`config.mk`:
```
export PLATFORM = sky130hd
export DESIGN_NAME = tlu_controller
export DESIGN_NICKNAME = d
export VERILOG_FILES = /design/src/tlu_pkg.sv /design/src/tlu_if.sv /design/src/tlu_config.sv /design/src/tlu_handshake_fsm.sv /design/src/tlu_serial_rx.sv /design/src/tlu_data_word.sv /design/src/tlu_controller.sv
export SDC_FILE = /design/constraint.sdc
export NUM_CORES = 1
export LEC_CHECK = 0
export ABC_CLOCK_PERIOD_IN_PS = 4900
export BUFFER_PORTS_ARGS = -buffer_cell sky130_fd_sc_hd__buf_2
export CELL_PAD_IN_SITES_DETAIL_PLACEMENT = 1
export CELL_PAD_IN_SITES_GLOBAL_PLACEMENT = 1
export CORE_UTILIZATION = 47
export DETAILED_ROUTE_END_ITERATION = 16
export GPL_ROUTABILITY_DRIVEN = 0
export GPL_TIMING_DRIVEN = 0
export HOLD_SLACK_MARGIN = 0.03
export PLACE_DENSITY = 0.86
export SETUP_SLACK_MARGIN = 0.5
export SLEW_MARGIN = 20
export SYNTH_ARGS = -nofsm -noshare
export SYNTH_HDL_FRONTEND = slang
export SYNTH_HIERARCHICAL = 1
export SYNTH_SLANG_ARGS = --single-unit
export TNS_END_PERCENT = 100
```
`constraint.sdc`:
```
create_clock -name TRIGGER_CLK -period 4.9 [get_ports TRIGGER_CLK]
set_clock_uncertainty 0.15 [all_clocks]
set_input_delay 0.245 -clock TRIGGER_CLK [delete_from_list [all_inputs] [get_ports TRIGGER_CLK]]
set_output_delay 0.245 -clock TRIGGER_CLK [all_outputs]
set_load 0.05 [all_outputs]
```
`src/tlu_pkg.sv`:
```
// tlu controller package with widths, word types, trigger modes and FSM states
package tlu_pkg;

    localparam int DIVISOR = 8;  // TRIGGER_CLK cycles per serial bit
    localparam int WORD_W  = 32;
    localparam int NUM_W   = 31; // payload below the marker bit

    typedef logic [WORD_W-1:0]            data_word_t;
    typedef logic [WORD_W-1:0]            timestamp_t;
    typedef logic [NUM_W-1:0]             trigger_number_t;
    typedef logic [4:0]                   bit_count_t;  // 0 selects 31 bits
    typedef logic [$clog2(DIVISOR)-1:0]   period_cnt_t;

    typedef enum logic [1:0] {
        MODE_EXT        = 2'b00,
        MODE_EXT_ALT    = 2'b01,
        MODE_TLU_NODATA = 2'b10, // handshake only, never triggers here
        MODE_TLU_DATA   = 2'b11
    } trigger_mode_t;

    typedef enum logic [2:0] {
        IDLE             = 3'd0,
        SEND_COMMAND     = 3'd1,
        WAIT_TRIGGER_LOW = 3'd2,
        SEND_TLU_CLOCK   = 3'd3,
        LATCH_DATA       = 3'd4,
        WAIT_ACK         = 3'd5
    } tlu_state_t;

endpackage

```
`src/tlu_if.sv`:
```
// tlu controller internal buses for the frozen configuration and the serial link
`timescale 1ns/1ps

interface cfg_if;
    import tlu_pkg::*;

    trigger_mode_t mode;
    bit_count_t    bit_count;       // never 0 on this bus
    logic          msb_first;
    logic          write_timestamp;

    modport cfg_src (output mode, output bit_count, output msb_first, output write_timestamp);
    modport cfg_dst (input mode, input bit_count, input msb_first, input write_timestamp);
endinterface

interface serial_if;
    import tlu_pkg::*;

    logic            clock_enable; // whole clocking phase
    logic            latch;        // one-cycle pulse
    logic            done;         // all bits sampled
    trigger_number_t number;       // valid from the cycle after latch

    // handshake FSM side
    modport ctrl (output clock_enable, output latch, input done, input number);

    // serial receiver side
    modport rx (input clock_enable, input latch, output done, output number);

    // data word block only watches the latch and the result
    modport mon (input latch, input number);
endinterface

```
`src/tlu_config.sv`:
```
// tlu configuration register, follows software settings while idle and freezes them per trigger
`timescale 1ns/1ps

module tlu_config (
    input  logic                   TRIGGER_CLK,
    input  logic                   RESET,
    input  logic                   idle,
    input  tlu_pkg::trigger_mode_t trigger_mode,
    input  tlu_pkg::bit_count_t    trigger_bits,
    input  logic                   msb_first,
    input  logic                   write_timestamp,
    cfg_if.cfg_src                 cfg
);
    import tlu_pkg::*;

    always_ff @(posedge TRIGGER_CLK)
    begin
        if (RESET)
        begin
            cfg.mode            <= MODE_EXT;
            cfg.bit_count       <= bit_count_t'(NUM_W);
            cfg.msb_first       <= 1'b0;
            cfg.write_timestamp <= 1'b0;
        end
        else if (idle)
        begin
            cfg.mode <= trigger_mode;
            // 0 stands for the full 31 bit number
            if (trigger_bits == '0)
                cfg.bit_count <= bit_count_t'(NUM_W);
            else
                cfg.bit_count <= trigger_bits;
            cfg.msb_first       <= msb_first;
            cfg.write_timestamp <= write_timestamp;
        end
    end

endmodule

```
`src/tlu_handshake_fsm.sv`:
```
// tlu handshake FSM, accepts triggers, runs the busy/clock phase and waits for both acknowledges
`timescale 1ns/1ps

module tlu_handshake_fsm (
    input  logic   TRIGGER_CLK,
    input  logic   RESET,
    input  logic   trigger,
    input  logic   trigger_flag,
    input  logic   trigger_veto,
    input  logic   trigger_enable,
    input  logic   trigger_acknowledge,
    input  logic   fifo_acknowledge,
    cfg_if.cfg_dst cfg,
    serial_if.ctrl ser,
    output logic   idle,
    output logic   accept,
    output logic   trigger_accepted_flag,
    output logic   trigger_data_write,
    output logic   fifo_preempt_req,
    output logic   tlu_busy
);
    import tlu_pkg::*;

    tlu_state_t state;
    tlu_state_t next;
    logic       ext_ok;
    logic       tlu_ok;
    logic       trig_ack_seen;
    logic       fifo_ack_seen;

    assign ext_ok = ((cfg.mode == MODE_EXT) || (cfg.mode == MODE_EXT_ALT))
                    && trigger_flag && !trigger_veto;
    assign tlu_ok = (cfg.mode == MODE_TLU_DATA) && trigger;

    assign idle   = (state == IDLE);
    assign accept = idle && trigger_enable && !trigger_acknowledge && !fifo_acknowledge
                    && (ext_ok || tlu_ok);

    // one cycle before the write in both modes
    assign ser.latch = (state == SEND_COMMAND) || (state == LATCH_DATA);

    always_comb
    begin
        next = state;
        case (state)
            IDLE:
            begin
                if (accept && ext_ok)
                    next = SEND_COMMAND;
                else if (accept)
                    next = WAIT_TRIGGER_LOW;
            end
            SEND_COMMAND:     next = WAIT_ACK;
            WAIT_TRIGGER_LOW: if (!trigger) next = SEND_TLU_CLOCK; // TLU saw busy
            SEND_TLU_CLOCK:   if (ser.done) next = LATCH_DATA;
            LATCH_DATA:       next = WAIT_ACK;
            WAIT_ACK:         if (trig_ack_seen && fifo_ack_seen) next = IDLE;
            default:          next = IDLE;
        endcase
    end

    always_ff @(posedge TRIGGER_CLK)
    begin
        if (RESET)
        begin
            state                 <= IDLE;
            trigger_accepted_flag <= 1'b0;
            trigger_data_write    <= 1'b0;
            fifo_preempt_req      <= 1'b0;
            tlu_busy              <= 1'b0;
            ser.clock_enable      <= 1'b0;
        end
        else
        begin
            state                 <= next;
            trigger_accepted_flag <= accept;
            trigger_data_write    <= ser.latch;
            fifo_preempt_req      <= (next != IDLE);
            tlu_busy              <= (next != IDLE);
            ser.clock_enable      <= (next == SEND_TLU_CLOCK); // high exactly in SEND_TLU_CLOCK
        end
    end

    // acknowledges may arrive any time after acceptance
    always_ff @(posedge TRIGGER_CLK)
    begin
        if (RESET || idle)
        begin
            trig_ack_seen <= 1'b0;
            fifo_ack_seen <= 1'b0;
        end
        else
        begin
            if (trigger_acknowledge)
                trig_ack_seen <= 1'b1;
            if (fifo_acknowledge)
                fifo_ack_seen <= 1'b1;
        end
    end

endmodule

```
`src/tlu_serial_rx.sv`:
```
// tlu serial receiver, times the bit periods and assembles the trigger number
`timescale 1ns/1ps

module tlu_serial_rx (
    input  logic   TRIGGER_CLK,
    input  logic   RESET,
    input  logic   trigger,
    cfg_if.cfg_dst cfg,
    serial_if.rx   ser
);
    import tlu_pkg::*;

    period_cnt_t     period_cnt;
    bit_count_t      bit_cnt;    // bits sampled so far
    trigger_number_t sr;
    logic            sample;

    // last cycle of a bit period
    assign sample = ser.clock_enable && (period_cnt == period_cnt_t'(DIVISOR - 1));

    // rises with the final sample so the clock phase ends on time
    assign ser.done = (bit_cnt == cfg.bit_count)
                      || (sample && (bit_cnt == bit_count_t'(cfg.bit_count - 1'b1)));

    always_ff @(posedge TRIGGER_CLK)
    begin
        if (RESET || !ser.clock_enable)
        begin
            period_cnt <= '0;
            bit_cnt    <= '0;
        end
        else
        begin
            period_cnt <= sample ? '0 : period_cnt + 1'b1;
            if (sample)
                bit_cnt <= bit_cnt + 1'b1;
        end
    end

    // msb first shifts up from bit 0, lsb first shifts down from the top
    always_ff @(posedge TRIGGER_CLK)
    begin
        if (!ser.clock_enable && !ser.latch)
            sr <= '0;                             // fresh start, upper bits stay zero
        else if (sample && cfg.msb_first)
            sr <= {sr[NUM_W-2:0], trigger};
        else if (sample)
            sr <= {trigger, sr[NUM_W-1:1]};
    end

    always_ff @(posedge TRIGGER_CLK)
    begin
        if (ser.latch)
        begin
            if (cfg.msb_first)
                ser.number <= sr;
            else
                ser.number <= sr >> (NUM_W - int'(cfg.bit_count)); // align first bit to bit 0
        end
    end

endmodule

```
`src/tlu_data_word.sv`:
```
// tlu data word block, timestamp and trigger counter with capture and output word select
`timescale 1ns/1ps

module tlu_data_word (
    input  logic                TRIGGER_CLK,
    input  logic                RESET,
    input  logic                tlu_reset_flag,
    input  logic                accept,
    input  logic                counter_set,
    input  tlu_pkg::timestamp_t counter_set_value,
    cfg_if.cfg_dst              cfg,
    serial_if.mon               ser,
    output tlu_pkg::timestamp_t timestamp,
    output tlu_pkg::data_word_t trigger_data
);
    import tlu_pkg::*;

    timestamp_t      trigger_counter;
    timestamp_t      timestamp_cap;
    timestamp_t      counter_cap;
    trigger_number_t payload;    // counter or timestamp part of the word
    logic            use_number;

    always_ff @(posedge TRIGGER_CLK)
    begin
        if (RESET || tlu_reset_flag)
            timestamp <= '0;
        else
            timestamp <= timestamp + 1'b1;
    end

    always_ff @(posedge TRIGGER_CLK)
    begin
        if (RESET)
            trigger_counter <= '0;
        else if (counter_set)                     // load wins over increment
            trigger_counter <= counter_set_value;
        else if (accept)
            trigger_counter <= trigger_counter + 1'b1;
    end

    // values closest to the trigger, counter before its increment
    always_ff @(posedge TRIGGER_CLK)
    begin
        if (accept)
        begin
            timestamp_cap <= timestamp;
            counter_cap   <= trigger_counter;
        end
    end

    always_ff @(posedge TRIGGER_CLK)
    begin
        if (ser.latch)
            payload <= cfg.write_timestamp ? timestamp_cap[NUM_W-1:0] : counter_cap[NUM_W-1:0];
    end

    assign use_number   = !cfg.write_timestamp && (cfg.mode == MODE_TLU_DATA);
    assign trigger_data = {1'b1, use_number ? ser.number : payload}; // bit 31 marks the word

endmodule

```
`src/tlu_controller.sv`:
```
// tlu controller top, connects config, handshake FSM, serial receiver and data word block
`timescale 1ns/1ps

module tlu_controller (
    input  logic                   TRIGGER_CLK,
    input  logic                   RESET,
    input  logic                   trigger,
    input  logic                   trigger_flag,
    input  logic                   trigger_veto,
    input  logic                   trigger_enable,
    input  logic                   trigger_acknowledge,
    input  logic                   fifo_acknowledge,
    input  tlu_pkg::trigger_mode_t trigger_mode,
    input  tlu_pkg::bit_count_t    trigger_bits,
    input  logic                   msb_first,
    input  logic                   write_timestamp,
    input  logic                   tlu_reset_flag,
    input  logic                   counter_set,
    input  tlu_pkg::timestamp_t    counter_set_value,
    output tlu_pkg::data_word_t    trigger_data,
    output logic                   trigger_data_write,
    output logic                   fifo_preempt_req,
    output logic                   trigger_accepted_flag,
    output logic                   tlu_busy,
    output logic                   tlu_clock_enable,
    output tlu_pkg::timestamp_t    timestamp
);

    logic idle;
    logic accept;

    cfg_if    cfg_bus ();
    serial_if ser_bus ();

    assign tlu_clock_enable = ser_bus.clock_enable; // TLU clock gate

    tlu_config u_config (
        .TRIGGER_CLK     (TRIGGER_CLK),
        .RESET           (RESET),
        .idle            (idle),
        .trigger_mode    (trigger_mode),
        .trigger_bits    (trigger_bits),
        .msb_first       (msb_first),
        .write_timestamp (write_timestamp),
        .cfg             (cfg_bus.cfg_src)
    );

    tlu_handshake_fsm u_fsm (
        .TRIGGER_CLK           (TRIGGER_CLK),
        .RESET                 (RESET),
        .trigger               (trigger),
        .trigger_flag          (trigger_flag),
        .trigger_veto          (trigger_veto),
        .trigger_enable        (trigger_enable),
        .trigger_acknowledge   (trigger_acknowledge),
        .fifo_acknowledge      (fifo_acknowledge),
        .cfg                   (cfg_bus.cfg_dst),
        .ser                   (ser_bus.ctrl),
        .idle                  (idle),
        .accept                (accept),
        .trigger_accepted_flag (trigger_accepted_flag),
        .trigger_data_write    (trigger_data_write),
        .fifo_preempt_req      (fifo_preempt_req),
        .tlu_busy              (tlu_busy)
    );

    tlu_serial_rx u_serial_rx (
        .TRIGGER_CLK (TRIGGER_CLK),
        .RESET       (RESET),
        .trigger     (trigger),
        .cfg         (cfg_bus.cfg_dst),
        .ser         (ser_bus.rx)
    );

    tlu_data_word u_data_word (
        .TRIGGER_CLK       (TRIGGER_CLK),
        .RESET             (RESET),
        .tlu_reset_flag    (tlu_reset_flag),
        .accept            (accept),
        .counter_set       (counter_set),
        .counter_set_value (counter_set_value),
        .cfg               (cfg_bus.cfg_dst),
        .ser               (ser_bus.mon),
        .timestamp         (timestamp),
        .trigger_data      (trigger_data)
    );

endmodule

```
==> Yosys cells after proc, flatten, opt, wreduce, memory -nomap -nowiden <==
Index checks and enable logic that the tools add are counted.
W data, S select, Z words.
{ "totals": {"ram_bits": 0, "latchBits": 0, "mem_bits_ro": 0, "out_inout_bits": 69, "word_cells": 87, "regBits": 245, "n_memories": 0} }
{ "classes": {"reduce_logical": 35, "addsub": 6, "n_lt_le_gt_ge": 0, "div_mod_pow": 0, "mux": 14, "shifts": 1, "mul": 0, "n_bitwise": 0, "n_eq_ne": 11} }
{ "op_table": {"columns": ["cell", "n"], "rows": [
  ["$mux W31", 5],
  ["$add A32 B1 Y32 const B", 2],
  ["$mux W32", 2],
  ["$shr A31 B32 Y31", 1],
  ["$mux W3", 5],
  ["$pmux W3 S5", 1],
  ["$logic_and A1 B1 Y1", 14],
  ["$eq A5 B5 Y1", 2],
  ["$eq A3 B2 Y1 const B", 3],
  ["$eq A3 B3 Y1 const B", 3],
  ["$logic_or A1 B1 Y1", 7],
  ["$logic_not A1 Y1", 6],
  ["$sub A5 B5 Y6 const A", 1],
  ["$add A5 B1 Y5 const B", 1],
  ["$logic_not A5 Y1", 1],
  ["$mux W5", 1],
  ["$sub A5 B1 Y5 const B", 1],
  ["$reduce_bool A2 Y1", 2],
  ["$reduce_or A2 Y1", 2],
  ["$add A3 B1 Y3 const B", 1],
  ["$eq A3 B1 Y1 const B", 1],
  ["$logic_not A3 Y1", 1],
  ["$reduce_bool A3 Y1", 1],
  ["$eq A2 B1 Y1 const B", 1],
  ["other kinds (2)", 2]
]} }

==> Logic depth before layout (Yosys ltp) <==
{ "depth": {"word_depth": 10, "mapped_depth": 13, "mapped_depth_nobuf": 10} }

==> Cells and area by module <==
The synthesis kept the hierarchy.
{ "modules_own_cells": {"columns": ["module", "cells_per_inst", "instances", "area_each_um2"], "rows": [
  ["tlu_data_word", 580, 1, 6919.1],
  ["tlu_serial_rx", 464, 1, 4478.0],
  ["tlu_handshake_fsm", 45, 1, 440.4],
  ["tlu_config", 39, 1, 369.1]
]} }

==> Worst setup path before layout <==
OpenSTA, ideal clock, no wires.
{ "synth_path": {"kind": "flip-flop to flip-flop", "startpoint": "reg u_fsm.state[0]", "endpoint": "reg u_serial_rx.sr[27]", "t_required_ns": 4.676, "stages_incl_launch_ff": 8, "path_slack_ns": 0.593, "t_arrival_ns": 4.083, "path_buffers": 2, "path_cell_list": "dfxtp_1 buf_2 xnor2_1 nor2_1 or2_2 clkbuf_1 o21ai_0 a31oi_1"} }
{ "synth_between": {"elab_chain_len": 4} }
{ "synth_lines": {"columns": ["item", "line", "text"], "rows": [
  ["from (decl)", "tlu_handshake_fsm.sv:24", "tlu_state_t state;"],
  ["from (signal assigned)", "tlu_handshake_fsm.sv:75", "state <= next;"],
  ["$eq A3 B1 Y1 / $eq A3 B3 Y1 (equally long branches)", "tlu_handshake_fsm.sv:40", "assign ser.latch = (state == SEND_COMMAND) || (state == LATCH_DATA);"],
  ["$logic_or A1 B1 Y1 *", "tlu_handshake_fsm.sv:40", null],
  ["via ser_bus.latch", "tlu_if.sv:20", "logic latch;"],
  ["$logic_not A1 Y1 *", "tlu_serial_rx.sv:43", "if (!ser.clock_enable && !ser.latch)"],
  ["$logic_and A1 B1 Y1 *", "tlu_serial_rx.sv:43", null],
  ["to (signal assigned)", "tlu_serial_rx.sv:46", "sr <= {sr[NUM_W-2:0], trigger};"],
  ["to (signal assigned)", "tlu_serial_rx.sv:48", "sr <= {trigger, sr[NUM_W-1:1]};"],
  ["to (decl)", "tlu_serial_rx.sv:15", "trigger_number_t sr;"]
]} }
The timed path passes the listed nets; every way through them passes the cells marked *.
A chain may end at the register's enable or synchronous reset.

==> Worst setup path in the final report <==
{ "layout_path": {"startpoint": "reg u_fsm.state[1]", "endpoint": "reg u_data_word.trigger_counter[18]"} }
{ "layout_between": {"elab_chain_len": 6} }
{ "layout_lines": {"columns": ["item", "line", "text"], "rows": [
  ["$logic_not A3 Y1", "tlu_handshake_fsm.sv:35", "assign idle = (state == IDLE);"],
  ["via idle", "tlu_controller.sv:29", "logic idle;"],
  ["$logic_and A1 B1 Y1 (3 in a row)", "tlu_handshake_fsm.sv:36", "assign accept = idle && trigger_enable && !trigger_acknowledge && !fifo_acknowledge"],
  ["$logic_and A1 B1 Y1", "tlu_handshake_fsm.sv:37", "&& (ext_ok || tlu_ok);"],
  ["via accept", "tlu_controller.sv:30", "logic accept;"],
  ["$reduce_bool A2 Y1 (no line)", null, null],
  ["to (signal assigned)", "tlu_data_word.sv:37", "trigger_counter <= counter_set_value;"],
  ["to (signal assigned)", "tlu_data_word.sv:39", "trigger_counter <= trigger_counter + 1'b1;"],
  ["to (decl)", "tlu_data_word.sv:18", "timestamp_t trigger_counter;"]
]} }
The timed path passes the listed nets, and every way through them passes these cells.

==> results.sh <==
export IMPL_status="completed"
export IMPL_synthArstFlopShare=0
export IMPL_ios=120
export IMPL_grt_pass1_wl_um=69100
export IMPL_ys_seq_area_frac=0.502
export IMPL_yosysWarnings=6
export IMPL_fmax_ghz=0.267
export IMPL_first_pass_iters=5
export IMPL_drc=0
export IMPL_syn_area_um2=12200
export IMPL_coreArea_um2=25300
export IMPL_peakVddDrop_uv=276
export IMPL_placed_area_um2=13300
export IMPL_drv_slew=0
export IMPL_timing_final_crit_share=0.763
export IMPL_synth_edf_count=124
export IMPL_via_per_inst=6.58
export IMPL_synthFlopType="edfxtp_1"
export IMPL_die_y_um=163
export IMPL_port_buffers=116
export IMPL_die_area_um2=26600
export IMPL_hold_class="primary input to flip-flop"
export IMPL_synth_compound_area_share=0.129
export IMPL_synth_top_area_frac=0.305
export IMPL_cts_tree="done"
export IMPL_drt_wl_total_um=44600
export IMPL_final_area_um2=14700
export IMPL_cts_buffers_inserted=26
export IMPL_synthesis_area_per_instance_um2=10.8
export IMPL_arrival_ps=3960
export IMPL_cts_hold_buf=54
export IMPL_htreeDepth=1
export IMPL_synth_seq_cells=244
export IMPL_fp_dieW_um=163
export IMPL_clock_latency_ps=540
export IMPL_initial_core_util=0.482
export IMPL_grt_max_degree=53
export IMPL_synth_simple_gate_area_share=0.169
export IMPL_startpoint_type="flip-flop"
export IMPL_ant_nets=0
export IMPL_regArea_um2=6130
export IMPL_p_leak_nw=5.25
export IMPL_period_needed_ps=3740
export IMPL_clock_sinks=244
export IMPL_synthAdderAreaFrac=0.00615
export IMPL_multiInputGateArea_um2=5620
export IMPL_crit_path_max_fanout=52
export IMPL_synthCells=1128
export IMPL_post_place_ws_ps=1360
export IMPL_setup_tns_ps=0
export IMPL_num_vias=11048
export IMPL_syn_num_nets=1185
export IMPL_ctsResizeCount=0
export IMPL_synth_xor_area_frac=0.0251
export IMPL_holdPathStages=3
export IMPL_cts_clk_slew_worst_paths_ps=70
export IMPL_grt_overflow=0
export IMPL_antenna_found_initial=2
export IMPL_finalPower_mw=5.28
export IMPL_max_slew_margin=0.398
export IMPL_avgRoutedWirePerCell_um=26.6
export IMPL_synthMuxAreaShare=0.130
export IMPL_drive_gt1_frac=0.222
export IMPL_rows=58
export IMPL_synth_top_family_by_area="simple AND/OR/NAND/NOR gates"
export IMPL_grt_usage=0.340
export IMPL_end_kind="flip-flop"
export IMPL_required_ps=5120
export IMPL_drt_initial_drc_count=1215
export IMPL_hold_viol=0
export IMPL_synthToLayoutAreaGrowth_pct=20.2
export IMPL_setup_viol_count_final=0
export IMPL_nets=1386
export IMPL_worst_pin_slew_ps=895
export IMPL_ys_types=81
export IMPL_nFillCells=2747
export IMPL_crit_type="flip-flop to flip-flop"
export IMPL_rsz0062_at_grt="false"
export IMPL_hpwl_um=27700
export IMPL_cap_viol_max_count=0
export IMPL_grt_pass1_vias=11738
export IMPL_post_cts_buffers=0
export IMPL_reg2reg_depth=9
export IMPL_power_per_cell_area_nw_per_um2=360
export IMPL_synth_top_area_cell="edfxtp_1"
export IMPL_final_setup_worst_slack_ps=1160
export IMPL_root_buffer="clkbuf_16"
export IMPL_cts_max_path_buffers=3
export IMPL_synth_top_cells_by_area="edfxtp_1, dfxtp_1, mux2_2"
flip-flops by register name, summed over array words and instances, names as in the netlist:
| name | count |
|---|---|
| u_data_word/trigger_counter | 31 |
| u_fsm/ser.clock_enable | 1 |
| u_config/cfg.write_timestamp | 1 |
| u_serial_rx/period_cnt | 3 |
| u_data_word/timestamp_cap | 31 |
| u_fsm/trigger_data_write | 1 |
| u_config/cfg.msb_first | 1 |
| u_fsm/trigger_accepted_flag | 1 |
| u_fsm/fifo_ack_seen | 1 |
| u_fsm/trig_ack_seen | 1 |
| u_data_word/counter_cap | 31 |
| u_fsm/tlu_busy | 1 |
| u_config/cfg.mode | 2 |
| u_config/cfg.bit_count | 5 |
| u_serial_rx/bit_cnt | 5 |
| u_fsm/state | 3 |
| u_serial_rx/ser.number | 31 |
| u_data_word/payload | 31 |
| u_serial_rx/sr | 31 |
| u_data_word/timestamp | 32 |
where the power goes:
group / internal, mW / total [mW] / switching [mW]
logic: 0.309 / 0.936 / 0.627
clock network: 1.13 / 1.97 / 0.839
registers: 2.29 / 2.37 / 0.0809
total: 3.73 / 5.28 / 1.55
worst paths after layout:
path                                                      from                         endpoint  slack [ps]
worst max-delay path                            u_fsm/state[1]  u_data_word/trigger_counter[18]        1160
worst min-delay path                                     RESET        u_config/cfg.bit_count[4]          50
worst max register to register                  u_fsm/state[1]  u_data_word/trigger_counter[18]        1160
worst min register to register  u_data_word/trigger_counter[2]       u_data_word/counter_cap[2]         300
through the flow:
stage          hold WS, ps  cells  utilization
5_1_grt               72.2   1680        0.579
3_3_place_gp           262   1574        0.521
3_5_place_dp           275   1577        0.525
2_1_floorplan          238   1128            -
6_report              51.6   1680        0.579
4_1_cts               37.9   1679        0.579
Yosys cell counts, types with 5 or more instances:
cell / count
buf_6: 5
a2111oi_0: 5
and3_1: 7
or3_1: 11
buf_2: 14
o211ai_1: 8
xnor2_1: 18
a31oi_1: 28
ha_1: 6
nor3_1: 20
o21ai_0: 56
buf_1: 10
nor2b_1: 5
mux2i_1: 37
o221ai_1: 14
o31ai_1: 16
edfxtp_1: 124
o22ai_1: 5
and4_1: 10
clkbuf_1: 42
nand2b_1: 33
inv_1: 18
mux4_2: 16
a21oi_1: 44
nand3_1: 30
nor4_1: 11
nand2_1: 93
nand4_1: 25
nor3b_1: 12
dfxtp_1: 120
o21ai_1: 10
mux2_2: 74
or4_1: 21
and2_1: 6
a211oi_1: 14
a311oi_1: 12
buf_4: 5
xor2_1: 17
nor2_1: 71
kinds of logic (layout without fill, tap and decap cells):
kind of cell               count (synthesis)  after routing
muxes                                    128            128
buffers and inverters                     97            318
other                                      1              2
adders and majority gates                  6              6
AOI/OAI and AO/OA                        238            238
DFF                                      244            244
xor gates and xnor gates                  35             35
and+or+nand+nor                          379            379
critical path: stages, from the launching register on:
cell	delay, ps
dfxtp_1	310
buf_6	140
nor3_4	420
o211ai_4	200
inv_4	240
buf_16	290
nand4_1	320
nor4_4	710
a311oi_1	200
a2111oi_0	530
placed cells by master, fill, tap and decap left out, types with 21 or more instances in the layout:
cell type / instances
nand2_1: 93
nand2b_1: 33
clkbuf_16: 27
buf_2: 130
or4_1: 21
nand4_1: 25
o21ai_0: 56
a31oi_1: 28
dlygate4sd3_1: 54
nand3_1: 30
edfxtp_1: 124
nor2_1: 70
dfxtp_1: 120
clkbuf_1: 46
mux2_2: 74
a21oi_1: 44
mux2i_1: 37
metal layers:
layer,part of all wire,track usage,wire length [um],vias up
met3,0.084,0.0698,3770,209
met5,0.00020,0,9,-
li1,-,-,-,4698
met1,0.36,0.392,16000,5446
met4,0.051,0.169,2290,2
met2,0.51,0.596,22600,693
final cells by class:
cell class,instances,area share
Timing Repair Buffer,173,0.0815
Clock buffer,36,0.0517
Sequential cell,244,0.417
Buffer,78,0.0272
Antenna cell,1,0.000171
Tap cell,330,0.0281
Inverter,19,0.00503
Multi-Input combinational cell,787,0.383
Clock inverter,12,0.00605
(Power assumes the default switching activity.)
